## src/rtl/uart_cmd_defs.svh

```systemverilog
`ifndef UART_CMD_DEFS_SVH
`define UART_CMD_DEFS_SVH

// Serial link timing
`define UART_BAUD_DIV 8 // Clock cycles per bit

// Transmit side buffering
`define UART_TX_FIFO_DEPTH 64 // Entries, power of two

// Register file behind the command port
`define CMD_REG_COUNT 16 // 8-bit registers

`endif
```

## src/rtl/uart_cmd_pkg.sv

```systemverilog
`default_nettype none

package uart_cmd_pkg;

    // Opcode byte values, ASCII letters W R A X
    typedef enum logic [7:0] {
        OP_WRITE = 8'h57,
        OP_READ  = 8'h52,
        OP_ADD   = 8'h41,
        OP_XOR   = 8'h58
    } cmd_op_e;

    // Reply status byte, ASCII K or E
    typedef enum logic [7:0] {
        ST_OK  = 8'h4B,
        ST_ERR = 8'h45
    } resp_status_e;

    typedef enum logic [1:0] {
        DEC_OP,   // Waiting for opcode byte
        DEC_ADDR, // Waiting for address byte
        DEC_DATA  // Waiting for data byte
    } dec_state_e;

    typedef enum logic [1:0] {
        FMT_IDLE,
        FMT_STATUS, // Status byte pending
        FMT_VALUE   // Value byte pending
    } fmt_state_e;

endpackage

`default_nettype wire

```

## src/rtl/uart_cmd_top.sv

```systemverilog
`timescale 1ns/1ps
`default_nettype none

module uart_cmd_top (
    input  logic clk,
    input  logic rst_n,
    input  logic rx_pin,  // Serial command input
    output logic tx_pin   // Serial reply output
);

    import uart_cmd_pkg::*;

    logic         rx_valid;
    logic [7:0]   rx_data;
    logic         cmd_valid;
    cmd_op_e      cmd_op;
    logic [7:0]   cmd_addr;
    logic [7:0]   cmd_data;
    logic         cmd_bad_op;
    logic         res_valid;
    resp_status_e res_status;
    logic [7:0]   res_value;
    logic         tx_push;
    logic [7:0]   tx_data;
    logic         tx_ready;

    uart_link u_link (
        .clk      (clk),
        .rst_n    (rst_n),
        .tx_push  (tx_push),
        .tx_data  (tx_data),
        .rx_pin   (rx_pin),
        .tx_pin   (tx_pin),
        .tx_ready (tx_ready),
        .rx_valid (rx_valid),
        .rx_data  (rx_data)
    );

    cmd_decode u_decode (
        .clk        (clk),
        .rst_n      (rst_n),
        .rx_valid   (rx_valid),
        .rx_data    (rx_data),
        .cmd_valid  (cmd_valid),
        .cmd_op     (cmd_op),
        .cmd_addr   (cmd_addr),
        .cmd_data   (cmd_data),
        .cmd_bad_op (cmd_bad_op)
    );

    cmd_execute u_execute (
        .clk        (clk),
        .rst_n      (rst_n),
        .cmd_valid  (cmd_valid),
        .cmd_op     (cmd_op),
        .cmd_addr   (cmd_addr),
        .cmd_data   (cmd_data),
        .cmd_bad_op (cmd_bad_op),
        .res_valid  (res_valid),
        .res_status (res_status),
        .res_value  (res_value)
    );

    resp_format u_format (
        .clk        (clk),
        .rst_n      (rst_n),
        .res_valid  (res_valid),
        .res_status (res_status),
        .res_value  (res_value),
        .tx_ready   (tx_ready),
        .tx_push    (tx_push),
        .tx_data    (tx_data)
    );

endmodule

`default_nettype wire

```

## src/rtl/resp_format.sv

```systemverilog
`timescale 1ns/1ps
`default_nettype none

module resp_format (
    input  logic                       clk,
    input  logic                       rst_n,
    input  logic                       res_valid,
    input  uart_cmd_pkg::resp_status_e res_status,
    input  logic [7:0]                 res_value,
    input  logic                       tx_ready,  // FIFO has room
    output logic                       tx_push,
    output logic [7:0]                 tx_data
);

    import uart_cmd_pkg::*;

    fmt_state_e   state;
    resp_status_e status_q; // Held reply
    logic [7:0]   value_q;

    // Push straight off the room level so a full FIFO stalls same cycle
    assign tx_push = (state != FMT_IDLE) && tx_ready;
    assign tx_data = (state == FMT_STATUS) ? status_q : value_q;

    always_ff @(posedge clk or negedge rst_n) begin
        if (!rst_n) begin
            state <= FMT_IDLE;
        end else begin
            case (state)
                FMT_IDLE: begin
                    if (res_valid) begin
                        state <= FMT_STATUS;
                    end
                end
                FMT_STATUS: begin
                    if (tx_ready) begin
                        state <= FMT_VALUE;
                    end
                end
                FMT_VALUE: begin
                    if (tx_ready) begin
                        state <= FMT_IDLE;
                    end
                end
                default: state <= FMT_IDLE;
            endcase
        end
    end

    always_ff @(posedge clk) begin
        if (res_valid && (state == FMT_IDLE)) begin
            status_q <= res_status;
            value_q  <= res_value;
        end
    end

    // Next result is three byte times away, longer than any stall
    a_no_overrun: assert property (@(posedge clk) disable iff (!rst_n)
        res_valid |-> (state == FMT_IDLE))
        else $error("resp_format: result arrived while reply pending");

endmodule

`default_nettype wire

```

## src/rtl/cmd_execute.sv

```systemverilog
`timescale 1ns/1ps
`default_nettype none

`include "uart_cmd_defs.svh"

module cmd_execute (
    input  logic                       clk,
    input  logic                       rst_n,
    input  logic                       cmd_valid,
    input  uart_cmd_pkg::cmd_op_e      cmd_op,
    input  logic [7:0]                 cmd_addr,
    input  logic [7:0]                 cmd_data,
    input  logic                       cmd_bad_op,
    output logic                       res_valid,  // One cycle after cmd_valid
    output uart_cmd_pkg::resp_status_e res_status,
    output logic [7:0]                 res_value
);

    import uart_cmd_pkg::*;

    localparam int REG_N  = `CMD_REG_COUNT;
    localparam int IDX_W  = $clog2(REG_N);

    logic [7:0]       regs [REG_N];
    logic [IDX_W-1:0] idx;
    logic [7:0]       cur_val;   // Addressed register
    logic [7:0]       new_val;   // Result of the operation
    logic             cmd_ok;    // Legal opcode and in range
    logic             do_write;

    assign idx     = cmd_addr[IDX_W-1:0];
    assign cur_val = regs[idx];

    always_comb begin
        cmd_ok   = !cmd_bad_op && (cmd_addr < 8'(REG_N));
        new_val  = 8'h00;
        do_write = 1'b0;
        case (cmd_op)
            OP_WRITE: begin
                new_val  = cmd_data;
                do_write = 1'b1;
            end
            OP_READ:  new_val = cur_val;
            OP_ADD: begin
                new_val  = cur_val + cmd_data; // Wraps mod 256
                do_write = 1'b1;
            end
            OP_XOR: begin
                new_val  = cur_val ^ cmd_data;
                do_write = 1'b1;
            end
            default:  cmd_ok = 1'b0;
        endcase
    end

    always_ff @(posedge clk or negedge rst_n) begin
        if (!rst_n) begin
            for (int i = 0; i < REG_N; i++) begin
                regs[i] <= 8'h00;
            end
        end else if (cmd_valid && cmd_ok && do_write) begin
            regs[idx] <= new_val;
        end
    end

    always_ff @(posedge clk or negedge rst_n) begin
        if (!rst_n) begin
            res_valid <= 1'b0;
        end else begin
            res_valid <= cmd_valid;
        end
    end

    // Reply payload
    always_ff @(posedge clk) begin
        if (cmd_valid) begin
            res_status <= cmd_ok ? ST_OK : ST_ERR;
            res_value  <= cmd_ok ? new_val : 8'h00; // Errors read back zero
        end
    end

endmodule

`default_nettype wire

```

## src/rtl/cmd_decode.sv

```systemverilog
`timescale 1ns/1ps
`default_nettype none

module cmd_decode (
    input  logic                  clk,
    input  logic                  rst_n,
    input  logic                  rx_valid,   // Byte strobe from link
    input  logic [7:0]            rx_data,
    output logic                  cmd_valid,  // One-cycle command strobe
    output uart_cmd_pkg::cmd_op_e cmd_op,
    output logic [7:0]            cmd_addr,
    output logic [7:0]            cmd_data,
    output logic                  cmd_bad_op  // Opcode byte not recognised
);

    import uart_cmd_pkg::*;

    dec_state_e state;
    logic [7:0] op_byte;  // Raw opcode as received
    logic       op_legal;

    // Match against every defined opcode
    always_comb begin
        case (op_byte)
            OP_WRITE, OP_READ, OP_ADD, OP_XOR: op_legal = 1'b1;
            default:                           op_legal = 1'b0;
        endcase
    end

    always_ff @(posedge clk or negedge rst_n) begin
        if (!rst_n) begin
            state     <= DEC_OP;
            cmd_valid <= 1'b0;
        end else begin
            cmd_valid <= 1'b0;
            if (rx_valid) begin
                case (state)
                    DEC_OP:   state <= DEC_ADDR;
                    DEC_ADDR: state <= DEC_DATA;
                    DEC_DATA: begin
                        state     <= DEC_OP;
                        cmd_valid <= 1'b1; // Third byte completes command
                    end
                    default:  state <= DEC_OP;
                endcase
            end
        end
    end

    // Command fields are valid with cmd_valid
    always_ff @(posedge clk) begin
        if (rx_valid) begin
            case (state)
                DEC_OP: begin
                    op_byte <= rx_data;
                end
                DEC_ADDR: begin
                    cmd_addr <= rx_data;
                end
                DEC_DATA: begin
                    cmd_data   <= rx_data;
                    cmd_op     <= cmd_op_e'(op_byte);
                    cmd_bad_op <= !op_legal;
                end
                default: begin
                    op_byte <= op_byte;
                end
            endcase
        end
    end

    // Each received byte must advance the FSM only once
    a_rx_pulse: assert property (@(posedge clk) disable iff (!rst_n)
        rx_valid |=> !rx_valid)
        else $error("cmd_decode: rx_valid held for two cycles");

endmodule

`default_nettype wire

```

## src/rtl/uart_link.sv

```systemverilog
`timescale 1ns/1ps
`default_nettype none

`include "uart_cmd_defs.svh"

module uart_link #(
    parameter int BAUD_DIV = `UART_BAUD_DIV // Clock cycles per bit
) (
    input  logic       clk,
    input  logic       rst_n,
    input  logic       tx_push,  // Enqueue strobe
    input  logic [7:0] tx_data,
    input  logic       rx_pin,   // Asynchronous serial input
    output logic       tx_pin,
    output logic       tx_ready, // FIFO has room
    output logic       rx_valid, // One-cycle pulse per byte
    output logic [7:0] rx_data
);

    localparam int DEPTH  = `UART_TX_FIFO_DEPTH;
    localparam int PTR_W  = $clog2(DEPTH);
    localparam int CNT_W  = $clog2(DEPTH + 1);
    localparam int BAUD_W = $clog2(BAUD_DIV + 1);
    localparam logic [BAUD_W-1:0] BAUD_LAST = BAUD_W'(BAUD_DIV - 1);
    localparam logic [BAUD_W-1:0] BAUD_HALF = BAUD_W'(BAUD_DIV / 2);
    localparam logic [CNT_W-1:0]  CNT_FULL  = CNT_W'(DEPTH);

    logic [7:0]        tx_mem [DEPTH]; // Circular transmit buffer
    logic [PTR_W-1:0]  tx_head;        // Next byte to send
    logic [PTR_W-1:0]  tx_tail;        // Next free slot
    logic [CNT_W-1:0]  tx_count;
    logic              tx_busy;        // Frame on the line
    logic [BAUD_W-1:0] tx_baud_cnt;
    logic [3:0]        tx_bit_idx;     // Bits already driven
    logic [9:0]        tx_shift;       // Stop, data, start
    logic              push_ok;
    logic              tx_done;
    logic              pop;

    logic              rx_sync1;
    logic              rx_sync2;
    logic              rx_busy;
    logic [BAUD_W-1:0] rx_baud_cnt;
    logic [3:0]        rx_bit_idx;
    logic [8:0]        rx_shift;       // Start plus 8 data bits

    assign tx_ready = (tx_count < CNT_FULL);
    assign push_ok  = tx_push && tx_ready;
    // Last cycle of the stop bit
    assign tx_done  = tx_busy && (tx_baud_cnt == BAUD_LAST) && (tx_bit_idx == 4'd10);
    // Load on idle, or right at frame end for back-to-back frames
    assign pop      = (tx_count != '0) && (!tx_busy || tx_done);

    always_ff @(posedge clk) begin
        if (push_ok) begin
            tx_mem[tx_tail] <= tx_data;
        end
    end

    always_ff @(posedge clk or negedge rst_n) begin
        if (!rst_n) begin
            tx_head  <= '0;
            tx_tail  <= '0;
            tx_count <= '0;
        end else begin
            if (push_ok) begin
                tx_tail <= tx_tail + 1'b1; // Wraps at depth
            end
            if (pop) begin
                tx_head <= tx_head + 1'b1;
            end
            case ({push_ok, pop})
                2'b10:   tx_count <= tx_count + 1'b1;
                2'b01:   tx_count <= tx_count - 1'b1;
                default: tx_count <= tx_count; // Both or neither
            endcase
        end
    end

    always_ff @(posedge clk or negedge rst_n) begin
        if (!rst_n) begin
            tx_busy     <= 1'b0;
            tx_baud_cnt <= '0;
            tx_bit_idx  <= '0;
            tx_shift    <= '1;
            tx_pin      <= 1'b1; // Line idles high
        end else if (pop) begin
            tx_busy     <= 1'b1;
            tx_baud_cnt <= '0;
            tx_bit_idx  <= '0;
            tx_shift    <= {1'b1, tx_mem[tx_head], 1'b0};
        end else if (tx_done) begin
            tx_busy <= 1'b0; // Pin stays at stop level
        end else if (tx_busy) begin
            if (tx_baud_cnt == '0) begin
                tx_pin     <= tx_shift[0]; // LSB first
                tx_shift   <= {1'b1, tx_shift[9:1]};
                tx_bit_idx <= tx_bit_idx + 1'b1;
            end
            tx_baud_cnt <= (tx_baud_cnt == BAUD_LAST) ? '0 : tx_baud_cnt + 1'b1;
        end
    end

    // Two-flop synchroniser on the serial input
    always_ff @(posedge clk or negedge rst_n) begin
        if (!rst_n) begin
            rx_sync1 <= 1'b1;
            rx_sync2 <= 1'b1;
        end else begin
            rx_sync1 <= rx_pin;
            rx_sync2 <= rx_sync1;
        end
    end

    always_ff @(posedge clk or negedge rst_n) begin
        if (!rst_n) begin
            rx_busy     <= 1'b0;
            rx_baud_cnt <= '0;
            rx_bit_idx  <= '0;
            rx_valid    <= 1'b0;
        end else begin
            rx_valid <= 1'b0; // Pulse only
            if (!rx_busy) begin
                if (!rx_sync2) begin
                    rx_busy     <= 1'b1;      // Start edge seen
                    rx_baud_cnt <= BAUD_HALF; // First sample mid start bit
                    rx_bit_idx  <= '0;
                end
            end else if (rx_baud_cnt != BAUD_LAST) begin
                rx_baud_cnt <= rx_baud_cnt + 1'b1;
            end else begin
                rx_baud_cnt <= '0;
                rx_bit_idx  <= rx_bit_idx + 1'b1;
                if (rx_bit_idx == 4'd9) begin
                    rx_valid <= 1'b1; // Mid stop bit
                    rx_busy  <= 1'b0;
                end
            end
        end
    end

    // Sample point datapath
    always_ff @(posedge clk) begin
        if (rx_busy && (rx_baud_cnt == BAUD_LAST)) begin
            if (rx_bit_idx == 4'd9) begin
                rx_data <= rx_shift[8:1]; // Drop start bit
            end else begin
                rx_shift <= {rx_sync2, rx_shift[8:1]};
            end
        end
    end

    // Formatter must respect the room level
    a_no_push_full: assert property (@(posedge clk) disable iff (!rst_n)
        tx_push |-> tx_ready)
        else $error("uart_link: push into full transmit FIFO");

    // Count tracks the pointer distance and stays within the depth
    a_count_bound: assert property (@(posedge clk) disable iff (!rst_n)
        (tx_count <= CNT_FULL) && (tx_count[PTR_W-1:0] == PTR_W'(tx_tail - tx_head)))
        else $error("uart_link: FIFO count out of step with pointers");

endmodule

`default_nettype wire

```

## config.mk

```make
export PLATFORM = sky130hd
export DESIGN_NAME = uart_cmd_top
export DESIGN_NICKNAME = d
export VERILOG_FILES = /design/src/rtl/uart_cmd_pkg.sv /design/src/rtl/uart_cmd_top.sv /design/src/rtl/resp_format.sv /design/src/rtl/cmd_execute.sv /design/src/rtl/cmd_decode.sv /design/src/rtl/uart_link.sv
export VERILOG_INCLUDE_DIRS = /design/src /design/src/rtl
export SDC_FILE = /design/constraint.sdc
export NUM_CORES = 1
export LEC_CHECK = 0
export ABC_AREA = 1
export BUFFER_PORTS_ARGS = -buffer_cell sky130_fd_sc_hd__buf_2
export CORE_ASPECT_RATIO = 1.4
export CORE_MARGIN = 10
export CORE_UTILIZATION = 45
export CTS_BUF_LIST = sky130_fd_sc_hd__clkbuf_8
export DETAILED_ROUTE_END_ITERATION = 16
export MAX_ROUTING_LAYER = met4
export SLEW_MARGIN = 10
export SYNTH_ARGS = -nofsm -noshare
export SYNTH_HDL_FRONTEND = slang
export SYNTH_SLANG_ARGS = --single-unit
export TNS_END_PERCENT = 5
```

## constraint.sdc

```tcl
create_clock -name clk -period 4.3 [get_ports clk]
set_input_delay 0.43 -clock clk [delete_from_list [all_inputs] [get_ports clk]]
set_output_delay 0.43 -clock clk [all_outputs]
set_load 0.05 [all_outputs]
```

**Word level (Yosys, flattened, before mapping)**

Memories as Yosys holds them, arrays and structs flattened.
Cells that the tools add are included.

- Register bits: 267
- Word-level logic and storage cells: 175
- RAM bits: 512
- Memories: 1
- Output and inout port bits: 1

Memory list:

| memory | depth | bits a word | read ports | clocked after Yosys merged registers in | write ports | RTL line | text |
|---|---|---|---|---|---|---|---|
| u_link.tx_mem | 64 | 8 | 1 | 0 | 1 | uart_link.sv:28 | `logic [7:0] tx_mem [DEPTH];` |

- $add $sub $neg: 9
- Magnitude comparators: 4
- Bitwise operators: 5
- Eq/ne operators: 25
- Multiplexer cells: 49
- Reduce and logical (&&, ||, !) cells: 37

Operators with widths:

| operator | number |
|---|---|
| 128-bit bitwise mux | 1 |
| 8-bit by 7-bit == test with 1-bit output (second input constant) | 8 |
| 4-bit two-way mux | 15 |
| 10-bit two-way mux | 4 |
| 8-bit binary-select mux with 4-bit select | 1 |
| 8-bit demux with 4-bit select | 1 |
| 8-bit two-way mux | 4 |
| 8-bit one-hot mux with 4 select lines | 1 |
| 4-bit by 1-bit adder with 4-bit output (second input constant) | 4 |
| 1-bit two-way mux | 16 |
| 7-bit one-hot mux with 2 select lines | 1 |
| 2-bit AND reduction | 7 |
| 6-bit by 1-bit adder with 6-bit output (second input constant) | 2 |
| 1-bit logical AND | 11 |
| 2-bit nonzero test | 5 |
| 8-bit adder | 1 |
| 4-bit by 3-bit == test with 1-bit output (second input constant) | 2 |
| 4-bit == test (second input constant) | 2 |
| 8-bit by 5-bit < comparator with 1-bit output (second input constant) | 1 |
| 2-bit inequality test (second input constant) | 4 |
| 4-bit OR reduction | 2 |
| 8-bit XOR | 1 |
| 7-bit by 1-bit adder with 7-bit output (second input constant) | 1 |
| 7-bit < comparator (second input constant) | 1 |
| other kinds (20) | 33 |

**Logic depth before layout (Yosys ltp)**

- Depth after elaboration: 7
- Mapped depth: 24
- Gate-level depth less buffers: 21

**Hierarchy**

A second synthesis with hierarchy kept.

- Cells, all modules: 3,226
- Area, all modules: 33,180.6 um2

By module, submodules not included:

| module | instances | sequential area each (um2) | cells each | area an instance (um2) |
|---|---|---|---|---|
| uart_link | 1 | 17,121.4 | 2,188 | 24,120.6 |
| cmd_execute | 1 | 3,528.4 | 907 | 7,129.3 |
| cmd_decode | 1 | 1,066.0 | 74 | 1,219.9 |
| resp_format | 1 | 530.5 | 57 | 710.7 |

**Least setup slack after synthesis**

OpenSTA, ideal clock, no wires.

- Path type: reg-to-reg
- Start: register u_decode.cmd_addr[0]
- End: register u_execute.res_value[6], data pin
- Setup time: 0.249 ns
- Period minus slack after synthesis: 3.218 ns
- Arrival: 2.968 ns
- Slack: 1.082 ns
- Stages on the path, launching flop included: 23
- Required time: 4.051 ns
- Cell sequence: edfxtp_1 > buf_6 > nor2_1 > buf_6 > buf_6 > a22oi_1 > nand2_1 > nand2_1 > nand4_1 > ha_1 > inv_1 > fa_1 > nand3b_1 > nand2_1 > nand2_1 > nand2_1 > a21oi_1 > or2_2 > nand3_1 > nand3_4 > buf_6 > nand2_1 > inv_1

- Cells in the longest elaborated chain, start to end: 6
- Elaborated cells between the ends (all ways): 10
- Classes of those cells: add/sub: 1; order compare: 1; mux: 5; bitwise: 2; reduce/logical: 1

Ends and longest elaborated chain:

| what | RTL line | text |
|---|---|---|
| from (decl) | cmd_decode.sv:11 | `output logic [7:0] cmd_addr,` |
| from (signal assigned) | cmd_decode.sv:58 | `cmd_addr <= rx_data;` |
| 4-bit NOT with 5-bit output (not written as such) | cmd_execute.sv:32 | `assign cur_val = regs[idx];` |
| 8-bit binary-select mux with 4-bit select | cmd_execute.sv:32 |  |
| 8-bit two-way mux (not written as such) (2 in series) | cmd_execute.sv:32 |  |
| 8-bit adder or 8-bit XOR (tied branches) | cmd_execute.sv:45, cmd_execute.sv:49 |  |
| 8-bit one-hot mux with 4 select lines | cmd_execute.sv:38 | `case (cmd_op)` |
| to (signal assigned) | cmd_execute.sv:78 | `res_value <= cmd_ok ? new_val : 8'h00;` |
| to (decl) | cmd_execute.sv:16 | `output logic [7:0] res_value` |

Several ways; a longest one is shown, not always the timed one. The select of a mux whose other input is x is not followed.
A chain may end at the register's enable or synchronous reset.

**Worst setup path after layout**

- Start: register u_decode.cmd_addr[0]
- End: register u_execute.regs[91] in the netlist's numbering

- Cells in the longest elaborated chain, start to end: 7
- Elaborated cells between the ends (all ways): 18
- Classes of those cells: add/sub: 1; order compare: 3; mux: 8; bitwise: 2; reduce/logical: 4

Ends and longest elaborated chain:

| what | RTL line | text |
|---|---|---|
| 4-bit NOT with 5-bit output (not written as such) | cmd_execute.sv:32, cmd_execute.sv:62 |  |
| 8-bit binary-select mux with 4-bit select | cmd_execute.sv:32 |  |
| 8-bit two-way mux (not written as such) (2 in series) | cmd_execute.sv:32 |  |
| 8-bit adder or 8-bit XOR (tied branches) | cmd_execute.sv:45, cmd_execute.sv:49 |  |
| 8-bit one-hot mux with 4 select lines | cmd_execute.sv:38 |  |
| 128-bit bitwise mux | cmd_execute.sv:62 | `regs[idx] <= new_val;` |
| to (signal, indexed assignment) | cmd_execute.sv:62 |  |
| to (decl) | cmd_execute.sv:24 | `logic [7:0] regs [REG_N];` |

Several ways; a longest one is shown, not always the timed one. The select of a mux whose other input is x is not followed.

==> summary.txt <==
YOSYS
---------------------------------------------------------------------------------
Number of enable-type register cells in the synthesized netlist               581
Synth area leader                                                    sky130_fd_sc_hd__edfxtp_1
Area contributors post-synth                                         sky130_fd_sc_hd__edfxtp_1 54%, sky130_fd_sc_hd__dfrtp_1 13%, sky130_fd_sc_hd__nand2_1 8.7%
Synth unique cells                                                             40
Share of synthesized registers carrying an async set or reset               24.1%
Dominant cell by count in the synthesized netlist                    sky130_fd_sc_hd__nand2_1
Most frequent cells after synthesis                                  746 x sky130_fd_sc_hd__nand2_1, 581 x sky130_fd_sc_hd__edfxtp_1, 400 x sky130_fd_sc_hd__nor2_1
Syn_area_per_cell                                                      10.9 sq um
Mapped Area                                                          0.0322 sq mm
Number of nets produced by synthesis                                         2985
Area fraction of the dominant cell type after synthesis                     54.2%
Synth warnings                                                                  0
Number of cells produced by synthesis                                        2962
Most used flip-flop cell after synthesis                             sky130_fd_sc_hd__edfxtp_1
Synthesized flop and latch total                                              765
Sequential fraction of the synthesis area                                   68.5%

WORST SETUP PATH
---------------------------------------------------------------------------------
Crit path arrival time                                                    4.53 ns
FF-to-FF setup slack                                                      0.42 ns
Crit Reg-Reg Startpoint                                              u_decode.cmd_addr[0]
Most frequent cell on the critical path                              sky130_fd_sc_hd__nand2_1
Critical-path maximum fanout                                                   17
Type of the worst setup path                                         flip-flop to flip-flop
Data required time of the worst path                                      4.94 ns
Crit path launch                                                     u_decode.cmd_addr[0]
Worst setup SP type                                                     flip-flop
CP max stage cell                                                    sky130_fd_sc_hd__nand2_1
Critical path's largest stage delay                                       0.56 ns
CP endpoint kind                                                        flip-flop
Cells traversed along the worst timing path                          buf_4, nand2_2, inv_2, buf_4, a22oi_1, nand2_1, nand2_1, nand4_1, ha_1, nand2_1, nand3_1, nand2_1, a31oi_1, nand2_1, nand2_1, nand2_1
Logic depth of the worst register-to-register path                             16
Capture instance of the worst register-to-register path              u_execute.regs[91]

STA
---------------------------------------------------------------------------------
Hold violation count in the final report                                        0
Final count of pins violating max slew                                          0
Final period util                                                           90.3%
Setup clock skew after layout                                           0.0420 ns
Measured slew at the worst slew-check pin                                 1.23 ns
Final setup violating endpoints                                                 0
Unrepaired setup endpoints after global routing                             false
Post-layout min period                                                    3.88 ns
Sum of negative setup slack                                                  0 ns
Max Fclk                                                                  257 MHz
Relative max-transition margin                                              17.9%

GLOBAL ROUTE
---------------------------------------------------------------------------------
Wire length of the first global-routing pass                               126 mm
Grt ovf                                                                         0
Global-route total usage across every layer                                 20.2%
Number of global-route vias before repair                                   21700
Antenna violations before repair                                                1
Pin count of the biggest net entering global routing                          210

CELLS AND AREA
---------------------------------------------------------------------------------
Final nets                                                                   3021
Proportion of layout cells with a drive suffix above 1                      9.95%
Synth-to-layout area growth                                                 10.8%
Final cell utilization of the core                                          50.1%

POWER AND IR DROP
---------------------------------------------------------------------------------
Worst vdd ir                                                             0.240 mV
Power Total                                                               14.0 mW
Leakage power                                                             14.3 nW
Pwr per Cell Area                                                     392 mW/mm^2

FLOORPLANNING
---------------------------------------------------------------------------------
Number of cell rows                                                           116
Number of I/O pins                                                              4
Initial cell density of the core                                            45.2%
X dimension of the die                                                     246 um
Die Area                                                             0.0828 sq mm
Die extent in y                                                            337 um
Total core area                                                      0.0713 sq mm

CLOCKING
---------------------------------------------------------------------------------
Library cell used as clock root buffer                               sky130_fd_sc_hd__clkbuf_8
Source-to-sink clock delay at the later pin of the worst-skew pair        0.77 ns
TritonCTS clock tree                                                         done
Maximum root-to-sink buffer count                                               3
H-Tree Depth                                                                    3
Sink count of the clock tree                                                  765
Number of buffers inserted during clock tree synthesis                        114
Reg clk slew, reported paths                                              0.07 ns

FLOW RUN
---------------------------------------------------------------------------------
Max-cap check violation count                                                   0

ROUTING
---------------------------------------------------------------------------------
Average vias per placed instance                                             5.41
Residual antenna-violating net count after detailed routing                     0
DR iter-0 viols                                                              2019
Wire length per cell after detailed routing                               20.2 um
Total number of vias                                                        21900
First-pass detailed-route iteration total                                       6
Overall routed net length                                                 81.5 mm
DRC violation count after routing                                               0

RUN STATUS
---------------------------------------------------------------------------------
Run status                                                           finished, final reports clean

WORST HOLD PATH
---------------------------------------------------------------------------------
Hold/Removal Path Class                                              primary input to asynchronous set/reset pin

PLACED DESIGN
---------------------------------------------------------------------------------
Placed wire-length estimate                                               50.6 mm
RD Place Congestion                                                         0.901
Number of buffers inserted by port buffering                                    3

==> through the flow <==
stage | worst slack, ns | instance area [sq um] | hold WS, ns | instances
2_1_floorplan | 1.08 | 32200 | 0.134 | 2962
3_3_place_gp | 0.352 | 33300 | 0.350 | 3820
3_5_place_dp | 0.257 | 33300 | 0.348 | 3820
4_1_cts | 0.277 | 35600 | 0.272 | 4035
5_1_grt | 0.170 | 35700 | 0.315 | 4041
6_report | 0.416 | 35700 | 0.312 | 4041
==> routing by layer <==
metal / part of all wire [%] / global-route usage (%)
met4: 3.4 / 8.56
met5: 0 / -
met1: 39 / 23.2
met2: 53 / 35.1
met3: 4.5 / 2.59
==> report_power, final <==
group          switching (mW)  total [mW]  internal, mW
sequential           0.000637        7.87          7.87
clock                    2.86        6.09          3.23
combinational          0.0347      0.0385       0.00376
total                    2.90        14.0          11.1
==> placed cells by master, fill, tap and decap left out, drive strengths merged, types with 3 or more instances in the layout <==
cell	count
a21oi	41
a22oi	57
a31oi	3
buf	51
bufinv	8
clkbuf	129
clkinv	49
clkinvlp	4
dfrtp	172
dfstp	12
edfxtp	581
ha	19
inv	189
nand2	757
nand3	115
nand3b	9
nand4	15
nor2	417
nor3	15
o211ai	65
o21ai	283
o22ai	54
or2	18
xnor2	7
xor2	15
==> registers in the layout, indices dropped and copies added, names as in the netlist, 6 cells and up <==
name,count
u_link.rx_data,8
u_link.tx_mem,512
u_link.tx_count,7
u_link.tx_head,6
u_link.rx_shift,8
u_execute.regs,128
u_link.tx_tail,6
u_link.tx_shift,9
u_decode.cmd_data,8
u_decode.cmd_addr,8
u_decode.op_byte,8
u_format.value_q,8
u_decode.cmd_op,8
u_execute.res_value,8
==> worst max path at each step <==
stage                             end
3_5_place_dp   u_execute.res_value[6]
3_3_place_gp   u_execute.res_value[6]
5_1_grt            u_execute.regs[43]
4_1_cts        u_execute.res_value[6]
6_report           u_execute.regs[91]
2_1_floorplan  u_execute.res_value[6]
==> area by class of cell <==
type	count	area, sq um
antenna	2	5.00
clock buffer	128	1760
clock inverter	85	598
fill	6349	35600
inverter	165	624
multi-input combinational	1898	8950
sequential	765	22100
tap	944	1180
timing repair buffer	54	487
==> logic make-up (layout without fill, tap and decap cells) <==
| logic type | Yosys count | count (layout) | synth area share (%) |
|---|---|---|---|
| adders and majority gates | 20 | 20 | 0.800 |
| DFF | 765 | 765 | 68.5 |
| AOI/OAI and AO/OA | 508 | 508 | 9.12 |
| buffers and inverters | 299 | 432 | 3.87 |
| muxes | 1 | 1 | 0.0311 |
| and+or+nand+nor | 1347 | 1347 | 17.1 |
| other | 0 | 2 | 0 |
| xor gates and xnor gates | 22 | 22 | 0.598 |
==> what timing repair did <==
item | in CTS | in global routing
gates resized for setup | 0 | 1
buffers inserted | 0 | 4
hold buffers | 2 | 0
endpoints found under the setup margin | 0 | 1
hold endpoints to repair | 101 | 0
==> critical path, delay by kind of cell (launching register included) <==
kind	cells	cell delay [ns]
compound gates	2	0.56
fa+ha+maj	1	0.51
buf+inv	3	0.62
flops	1	0.47
simple gates	10	1.62
Note: power is estimated with default switching activity, not from simulation.
